### src/verilog/aluOpPkg.sv
// Operation codes of the execution unit and helpers that classify them
// Imported by the decoder side of aluExecute and by both datapath units
`default_nettype none

package aluOpPkg;

   // Encoding order matters to the test vectors, which give the index
   typedef enum logic [4:0] {
      opAdd, opAddc, opRsub, opRsubc, opCmp, opCmpu,
      opOr, opAnd, opXor, opAndn,
      opSra, opSrc, opSrl, opSext8, opSext16,
      opBsrl, opBsra, opBsll
   } aluOp_t;

   // Result comes from the adder
   function automatic logic isAddClass(aluOp_t op);
      return op inside {opAdd, opAddc, opRsub, opRsubc, opCmp, opCmpu};
   endfunction

   // Result comes from the shift and logic unit
   function automatic logic isShiftLogicClass(aluOp_t op);
      return !isAddClass(op);
   endfunction

   // Compares and logic leave the flag alone
   function automatic logic updatesCarry(aluOp_t op);
      return op inside {opAdd, opAddc, opRsub, opRsubc, opSra, opSrc, opSrl};
   endfunction

endpackage

`default_nettype wire

### src/verilog/aluDataPkg.sv
// Data types carried through the execution unit and its result queue
`default_nettype none

package aluDataPkg;

   localparam int DataWidth  = 32;
   localparam int ShamtWidth = $clog2(DataWidth); // 5 for a 32-bit word

   typedef logic [DataWidth-1:0]  word_t;
   typedef logic [ShamtWidth-1:0] shamt_t;  // Barrel shift amount

   // One queue entry, 33 bits
   typedef struct packed {
      word_t result;
      logic  carry;  // Flag value after the operation
   } aluResult_t;

endpackage

`default_nettype wire

### src/verilog/addCompareUnit.sv
// Combinational adder for add, reverse subtract and compare operations
// Computes B + A or B + ~A with the carry-in chosen by the operation
`timescale 1ns/1ps
`default_nettype none

module addCompareUnit
   import aluOpPkg::*;
   import aluDataPkg::*;
(
   input  aluOp_t op_i,
   input  word_t  opA_i,
   input  word_t  opB_i,
   input  logic   carry_i,    // Current flag
   output word_t  sum_o,
   output logic   carryOut_o
);

   logic  invertA;
   logic  carryIn;
   word_t addendA;
   word_t rawSum;
   logic  rawCarry;
   logic  gtSigned;
   logic  gtUnsigned;

   // Reverse subtract and compare take B - A
   assign invertA = op_i inside {opRsub, opRsubc, opCmp, opCmpu};
   assign addendA = invertA ? ~opA_i : opA_i;

   always_comb begin
      case (op_i)
         opAddc, opRsubc:     carryIn = carry_i;  // With-carry forms
         opRsub, opCmp, opCmpu: carryIn = 1'b1;   // Two's complement +1
         default:             carryIn = 1'b0;
      endcase
   end

   assign {rawCarry, rawSum} = {1'b0, opB_i} + {1'b0, addendA} + (DataWidth+1)'(carryIn);

   assign gtSigned   = $signed(opA_i) > $signed(opB_i);
   assign gtUnsigned = opA_i > opB_i;

   // Compares overwrite the sign bit with the order flag
   always_comb begin
      case (op_i)
         opCmp:   sum_o = {gtSigned, rawSum[DataWidth-2:0]};
         opCmpu:  sum_o = {gtUnsigned, rawSum[DataWidth-2:0]};
         default: sum_o = rawSum;
      endcase
   end

   assign carryOut_o = rawCarry;

endmodule

`default_nettype wire

### src/verilog/shiftLogicUnit.sv
// Combinational logic ops, single-bit shifts, sign extension, barrel shifts
// All shifts act on operand A; the barrel amount is B's low bits
`timescale 1ns/1ps
`default_nettype none

module shiftLogicUnit
   import aluOpPkg::*;
   import aluDataPkg::*;
(
   input  aluOp_t op_i,
   input  word_t  opA_i,
   input  word_t  opB_i,
   input  logic   carry_i,      // Fill bit for opSrc
   output word_t  result_o,
   output logic   shiftCarry_o
);

   shamt_t shamt;
   word_t  barrelSra;

   assign shamt = opB_i[ShamtWidth-1:0];  // Upper B bits ignored

   // Arithmetic right keeps the sign
   assign barrelSra = word_t'($signed(opA_i) >>> shamt);

   always_comb begin
      case (op_i)
         // Logic
         opOr:     result_o = opA_i | opB_i;
         opAnd:    result_o = opA_i & opB_i;
         opXor:    result_o = opA_i ^ opB_i;
         opAndn:   result_o = opA_i & ~opB_i;

         // Single right shifts, differing only in the fill bit
         opSra:    result_o = {opA_i[DataWidth-1], opA_i[DataWidth-1:1]};
         opSrc:    result_o = {carry_i, opA_i[DataWidth-1:1]};
         opSrl:    result_o = {1'b0, opA_i[DataWidth-1:1]};

         // Sign extension
         opSext8:  result_o = {{(DataWidth-8){opA_i[7]}}, opA_i[7:0]};
         opSext16: result_o = {{(DataWidth-16){opA_i[15]}}, opA_i[15:0]};

         // Barrel
         opBsrl:   result_o = opA_i >> shamt;
         opBsra:   result_o = barrelSra;
         opBsll:   result_o = opA_i << shamt;

         default:  result_o = '0;  // Adder ops, result unused
      endcase
   end

   // Bit shifted out by the single shifts
   assign shiftCarry_o = opA_i[0];

endmodule

`default_nettype wire

### src/verilog/aluExecute.sv
// Accepts operations over the four-phase input link and pushes results
// Owns the carry flag; one operation per handshake, executed in order
`timescale 1ns/1ps
`default_nettype none

module aluExecute
   import aluOpPkg::*;
   import aluDataPkg::*;
(
   input  logic       clk_i,
   input  logic       rst_i,

   // Input link
   input  logic       opReq_i,
   output logic       opAck_o,
   input  aluOp_t     op_i,
   input  word_t      opA_i,
   input  word_t      opB_i,

   // Queue push side
   input  logic       full_i,
   output logic       push_o,
   output aluResult_t pushData_o
);

   logic  accept;
   logic  carryQ;      // Architectural carry flag
   logic  nextCarry;
   word_t addSum;
   logic  addCarry;
   word_t slResult;
   logic  slCarry;
   word_t resultWord;

   addCompareUnit u_addCompare (
      .op_i       (op_i),
      .opA_i      (opA_i),
      .opB_i      (opB_i),
      .carry_i    (carryQ),
      .sum_o      (addSum),
      .carryOut_o (addCarry)
   );

   shiftLogicUnit u_shiftLogic (
      .op_i         (op_i),
      .opA_i        (opA_i),
      .opB_i        (opB_i),
      .carry_i      (carryQ),
      .result_o     (slResult),
      .shiftCarry_o (slCarry)
   );

   // New request, previous ack already dropped, room in the queue
   assign accept = opReq_i & ~opAck_o & ~full_i;

   always_comb begin
      nextCarry = carryQ;  // Kept by compares, logic, sext, barrel
      if (updatesCarry(op_i)) begin
         nextCarry = isShiftLogicClass(op_i) ? slCarry : addCarry;
      end
   end

   assign resultWord = isAddClass(op_i) ? addSum : slResult;

   always_ff @(posedge clk_i) begin
      if (rst_i) begin
         opAck_o <= 1'b0;
         carryQ  <= 1'b0;
      end else if (accept) begin
         opAck_o <= 1'b1;
         carryQ  <= nextCarry;
      end else if (!opReq_i) begin
         opAck_o <= 1'b0;  // Return to zero
      end
   end

   // Push happens at the accepting edge
   assign push_o     = accept;
   assign pushData_o = {resultWord, nextCarry};

   // Requester holds the request and its operands until the ack rises
   opsStableUntilAck: assert property (@(posedge clk_i) disable iff (rst_i)
      opReq_i && !opAck_o |=>
         opReq_i && $stable(op_i) && $stable(opA_i) && $stable(opB_i))
      else $error("opReq_i or its operands changed before opAck_o rose");

endmodule

`default_nettype wire

### src/verilog/resultQueue.sv
// Synchronous circular-buffer FIFO for execution results
// Depth must be a power of two; push and pop may share a cycle
`timescale 1ns/1ps
`default_nettype none

module resultQueue
   import aluDataPkg::*;
#(
   parameter int QueueDepth = 4
) (
   input  logic       clk_i,
   input  logic       rst_i,
   input  logic       push_i,
   input  aluResult_t pushData_i,
   output logic       full_o,
   input  logic       pop_i,
   output logic       empty_o,
   output aluResult_t headData_o
);

   localparam int PtrWidth = $clog2(QueueDepth);

   aluResult_t           storage [QueueDepth];
   logic [PtrWidth-1:0]  wrPtr;
   logic [PtrWidth-1:0]  rdPtr;
   logic [PtrWidth:0]    count;  // One extra bit to hold QueueDepth

   always_ff @(posedge clk_i) begin
      if (push_i) begin
         storage[wrPtr] <= pushData_i;
      end
   end

   always_ff @(posedge clk_i) begin
      if (rst_i) begin
         wrPtr <= '0;
         rdPtr <= '0;
         count <= '0;
      end else begin
         if (push_i) wrPtr <= wrPtr + 1'b1;  // Wraps at depth
         if (pop_i)  rdPtr <= rdPtr + 1'b1;
         case ({push_i, pop_i})
            2'b10:   count <= count + 1'b1;
            2'b01:   count <= count - 1'b1;
            default: count <= count;  // Both or neither
         endcase
      end
   end

   assign full_o     = (count == (PtrWidth+1)'(QueueDepth));
   assign empty_o    = (count == '0);
   assign headData_o = storage[rdPtr];  // Valid one cycle after push

   noPushWhenFull: assert property (@(posedge clk_i) disable iff (rst_i)
      push_i |-> !full_o)
      else $error("push into full result queue");

   noPopWhenEmpty: assert property (@(posedge clk_i) disable iff (rst_i)
      pop_i |-> !empty_o)
      else $error("pop from empty result queue");

endmodule

`default_nettype wire

### src/verilog/resultSender.sv
// Drains the result queue over the four-phase output link
// Loads the head into an output register and pops it in the same edge
`timescale 1ns/1ps
`default_nettype none

module resultSender
   import aluDataPkg::*;
(
   input  logic       clk_i,
   input  logic       rst_i,
   input  logic       empty_i,
   input  aluResult_t headData_i,
   output logic       pop_o,
   output logic       resReq_o,
   input  logic       resAck_i,
   output word_t      result_o,
   output logic       carry_o
);

   typedef enum logic [1:0] {
      SendIdle,     // Waiting for a queued result
      SendReq,      // resReq_o high, waiting for ack
      SendWaitLow   // Waiting for ack to return to zero
   } sendState_t;

   sendState_t state;

   assign pop_o = (state == SendIdle) & ~empty_i;

   always_ff @(posedge clk_i) begin
      if (rst_i) begin
         state <= SendIdle;
      end else begin
         case (state)
            SendIdle:    if (!empty_i) state <= SendReq;
            SendReq:     if (resAck_i) state <= SendWaitLow;
            SendWaitLow: if (!resAck_i) state <= SendIdle;
            default:     state <= SendIdle;
         endcase
      end
   end

   // Output register, stable for the whole transfer
   always_ff @(posedge clk_i) begin
      if (pop_o) begin
         result_o <= headData_i.result;
         carry_o  <= headData_i.carry;
      end
   end

   assign resReq_o = (state == SendReq);

   // Receiver acks only a pending request
   ackOnlyWithReq: assert property (@(posedge clk_i) disable iff (rst_i)
      $rose(resAck_i) |-> resReq_o)
      else $error("resAck_i rose while resReq_o was low");

endmodule

`default_nettype wire

### src/verilog/aluTop.sv
// Standalone execution unit: input link, result queue, output link
// Sets the queue depth; instances and wiring only
`timescale 1ns/1ps
`default_nettype none

module aluTop
   import aluOpPkg::*;
   import aluDataPkg::*;
#(
   parameter int QueueDepth = 4  // Power of two, 2 or more
) (
   input  logic   clk_i,
   input  logic   rst_i,

   // Operation link
   input  logic   opReq_i,
   output logic   opAck_o,
   input  aluOp_t op_i,
   input  word_t  opA_i,
   input  word_t  opB_i,

   // Result link
   output logic   resReq_o,
   input  logic   resAck_i,
   output word_t  result_o,
   output logic   carry_o
);

   logic       queueFull;
   logic       queuePush;
   logic       queueEmpty;
   logic       queuePop;
   aluResult_t pushData;
   aluResult_t headData;

   aluExecute u_execute (
      .clk_i      (clk_i),
      .rst_i      (rst_i),
      .opReq_i    (opReq_i),
      .opAck_o    (opAck_o),
      .op_i       (op_i),
      .opA_i      (opA_i),
      .opB_i      (opB_i),
      .full_i     (queueFull),
      .push_o     (queuePush),
      .pushData_o (pushData)
   );

   resultQueue #(
      .QueueDepth (QueueDepth)
   ) u_queue (
      .clk_i      (clk_i),
      .rst_i      (rst_i),
      .push_i     (queuePush),
      .pushData_i (pushData),
      .full_o     (queueFull),
      .pop_i      (queuePop),
      .empty_o    (queueEmpty),
      .headData_o (headData)
   );

   resultSender u_sender (
      .clk_i      (clk_i),
      .rst_i      (rst_i),
      .empty_i    (queueEmpty),
      .headData_i (headData),
      .pop_o      (queuePop),
      .resReq_o   (resReq_o),
      .resAck_i   (resAck_i),
      .result_o   (result_o),
      .carry_o    (carry_o)
   );

endmodule

`default_nettype wire

### config.mk
export PLATFORM = sky130hd
export DESIGN_NAME = aluTop
export DESIGN_NICKNAME = d
export VERILOG_FILES = /design/src/verilog/aluOpPkg.sv /design/src/verilog/aluDataPkg.sv /design/src/verilog/addCompareUnit.sv /design/src/verilog/shiftLogicUnit.sv /design/src/verilog/aluExecute.sv /design/src/verilog/resultQueue.sv /design/src/verilog/resultSender.sv /design/src/verilog/aluTop.sv
export SDC_FILE = /design/constraint.sdc
export NUM_CORES = 1
export LEC_CHECK = 0
export BUFFER_PORTS_ARGS = -buffer_cell sky130_fd_sc_hd__clkbuf_2
export CAP_MARGIN = 10
export CORE_ASPECT_RATIO = 1.2
export CORE_MARGIN = 2
export CORE_UTILIZATION = 40
export DETAILED_ROUTE_END_ITERATION = 7
export GPL_TIMING_DRIVEN = 0
export SKIP_CTS_REPAIR_TIMING = 1
export SYNTH_ARGS = -nofsm -noshare
export SYNTH_HDL_FRONTEND = slang
export SYNTH_SLANG_ARGS = --single-unit
### constraint.sdc
create_clock -name clk_i -period 12.7 [get_ports clk_i]
set_clock_uncertainty 0.05 [all_clocks]
set_input_delay 2.54 -clock clk_i [delete_from_list [all_inputs] [get_ports clk_i]]
set_output_delay 2.54 -clock clk_i [all_outputs]
set_load 0.02 [all_outputs]
==> impl_metrics.toml <==
[power]
seq_power_share_pct = 37.1
clkPwrFrac_pct = 23.8
switching_power_mw = 0.7761
finalPower_mw = 2.183
vdd_drop_max_mv = 0.08220
p_leak_nw = 6.517
switching_share_pct = 35.56
combPwrFrac_pct = 39.1
powerDensity_mw_per_mm2 = 130.8
p_int_mw = 1.406

[synthesis]
synth.net_count = 1722
ys_seq_area_share_pct = 34.83
synth_edf_count = 165
yosysWarnings = 0
avgSynthCellArea_um2 = 9.617
ys_types = 90
synthCells = 1545
syn_area_mm2 = 0.01486
async_flop_share_pct = 0
ys_seq_elements = 176
yosys_most_used_dff = "edfxtp_1"

[flow_run]
cap_violations = 0

[final_layout]
nNetsFinal = 1855
final_cell_mix = "edfxtp_1 (165), nor2_1 (161), a21oi_1 (123)"
layout_commonest_cell = "edfxtp_1"
post-route-util_pct = 45.48
final_cells = 2166
drive_above_1_share_pct = 16.38
area_growth_pct = 12.35

[route]
wire_per_inst_um = 29.89
drt-initial-drc-count = 1463
drc = 0
finalWirelength_mm = 64.73
vias = 13600
vias_per_cell = 6.278
drtPass1Iterations = 6
ant_nets = 0

[worst_setup_path]
cp_num_buf_inv = 3
r2r_slack_ns = 8.23
critical_path.slowest_cell = "o21ai_1"
critPathLaunchType = "input pin"
crit_path_end_kind = "flip-flop"
worst_ep_arrival_time_ns = 7.34
critPathKind = "input pin to flip-flop"
cp_data_required_time_ns = 12.80
path_common_cell = "o21ai_1"
worstSetupStartpoint = "op_i[1]"
worstPathCellList = "clkbuf_2 > buf_2 > nor2b_1 > o21ai_1 > clkbuf_1 > xnor2_1 > fa_1 > a211oi_1 > o2111ai_1 > nand3_2 > o221a_4 > o21ai_1 > o22a_1 > o221ai_1"
cpPeakStageDelay_ns = 1.01
timing.rr.start = "u_execute.carryQ$_SDFFE_PP0P_"
critPathTopFamily = "compound AO/OA/AOI/OAI gates"
critPathMaxFanout = 10

[timing]
setup_viol = 0
hold_ws_ns = 0.4675
finalCritPeriodShare_pct = 56.98
max_slew_margin_pct = 10.37
worst_slew_pin_slew_ns = 1.334
rsz0062_at_grt = "false"
final-max-slew-violation-count = 0
hold_viol = 0
fin_setup_tns_ns = 0
clock.fmax_ghz = 0.1382
fin_crit_ns = 7.236

[grt]
top_usage_layer = "met2"
use_met3_pct = 3.932
grt_pass1_wl_mm = 93.12
grt_pass1_vias = 13300
antenna_found_initial = 1
grt_use_met2_pct = 55.56
met1_usage_pct = 40.73
grt_use_total_pct = 33.13
grt_max_degree = 34
grt_overflow = 0

[floorplanning]
die_y_um = 215.1
die_w_um = 179.9
core.rowCount = 77
start_util_pct = 40.48
ioPinCount = 108
die-area_mm2 = 0.03871
core_mm2 = 0.03671

[place]
place_hpwl_mm = 51.70
place_congestion = 1.041
io_buffer_count = 107
dp.cells = 2133

[clocking]
clock-sinks = 176
clk_pin_slew_ns = 0.07
root_buffer = "clkbuf_16"
cts_tree = "done"
cts_buffers = 17
h-tree-depth = 4
ctsLongestPathBuffers = 2
clock_latency_ns = 0.43

[worst_hold_path]
min_path_type = "flip-flop to flip-flop"
worstHoldStart = "u_execute.opAck_o$_SDFFE_PP0P_"

[outcome]
status = "finished, final reports clean"
-- power groups by stage --
stage          clock network, mW  logic [mW]  registers (mW)
2_1_floorplan                  0       0.495           0.887
3_3_place_gp                   0       0.818           0.830
3_5_place_dp                   0       0.845           0.824
4_1_cts                    0.527       0.850           0.813
5_1_grt                    0.551       0.915           0.818
6_report                   0.519       0.853           0.811
-- kinds of logic after synthesis --
group,Yosys count,synth area share (%)
compound gates,430,18.96
simple gates,430,13.25
buf+inv,211,5.878
flops,176,34.83
mux,135,14.70
fa+ha+maj,104,8.909
xor+xnor,59,3.478
-- area by class of cell --
| type | count | area [um^2] |
|---|---|---|
| tap | 474 | 593.1 |
| timing repair buffer | 114 | 633.1 |
| multi-input combinational | 1158 | 8820 |
| inverter | 92 | 345.3 |
| clock buffer | 17 | 425.4 |
| buffer | 119 | 528.0 |
| sequential | 176 | 5175 |
| antenna | 1 | 2.502 |
| fill | 3553 | 20010 |
| clock inverter | 15 | 170.2 |
-- registers in the layout, summed over array words and instances (netlist names) --
signal,flops
u_execute.carryQ,1
u_execute.opAck_o,1
u_queue.count,3
u_queue.rdPtr,2
u_queue.storage,132
u_queue.wrPtr,2
u_sender.carry_o,1
u_sender.result_o,32
u_sender.state,2
-- per-stage QoR --
step | area (um^2) | worst slack [ns]
finish | 16690 | 5.464
global route | 16690 | 5.284
CTS | 16690 | 5.565
detailed placement | 16090 | 5.150
global placement | 15990 | 5.188
floorplan | 14860 | 6.638
-- Yosys cell counts (6+ instances only) --
cell | instances | share of area, %
edfxtp_1 | 165 | 33
nor2_1 | 161 | 4.1
a21oi_1 | 123 | 4.1
nand2_1 | 120 | 3.0
ha_1 | 101 | 8.5
inv_1 | 90 | 2.3
o21ai_0 | 77 | 2.6
clkbuf_1 | 76 | 1.9
mux4_2 | 63 | 9.5
mux2i_1 | 51 | 3.4
xnor2_1 | 50 | 2.9
o21ai_1 | 30 | 1.0
a221oi_1 | 28 | 1.7
a211oi_1 | 26 | 1.3
nand3_1 | 24 | 0.81
buf_2 | 23 | 0.77
nor3_1 | 23 | 0.77
o211ai_1 | 23 | 1.2
nand4_1 | 19 | 0.80
a21o_1 | 18 | 0.91
and2_1 | 14 | 0.59
buf_1 | 11 | 0.28
dfxtp_1 | 11 | 1.5
nor2b_1 | 11 | 0.46
and3_1 | 10 | 0.42
mux2_2 | 10 | 0.76
nor4_1 | 10 | 0.42
o22ai_1 | 10 | 0.42
or3_1 | 9 | 0.38
xor2_1 | 9 | 0.53
o21bai_1 | 8 | 0.40
o221ai_1 | 8 | 0.47
a211o_1 | 7 | 0.41
a31oi_1 | 7 | 0.29
mux2_1 | 6 | 0.45
nand2b_1 | 6 | 0.25
o2111ai_1 | 6 | 0.35
-- tightest hold or removal path, cell delays in order (launching register included) --
cell	delay, ns
dfxtp_1	0.32
nor2_1	0.10
nor3b_1	0.05
-- per-layer routing --
layer	part of all wire (%)	wire, um
met1	39	25180
met2	48	30800
met3	6.2	4039
met4	7.3	4709
met5	0.015	10
-- final timing paths --
| path | end | cells after the start |
|---|---|---|
| worst max register to register | u_queue.storage[3][21]$_DFFE_PP_ | 12 |
| worst max-delay path | u_queue.storage[3][21]$_DFFE_PP_ | 14 |
| worst min-delay path | u_execute.opAck_o$_SDFFE_PP0P_ | 2 |
| worst min register to register | u_execute.opAck_o$_SDFFE_PP0P_ | 2 |
No activity file was read; power rests on OpenSTA's default activity.
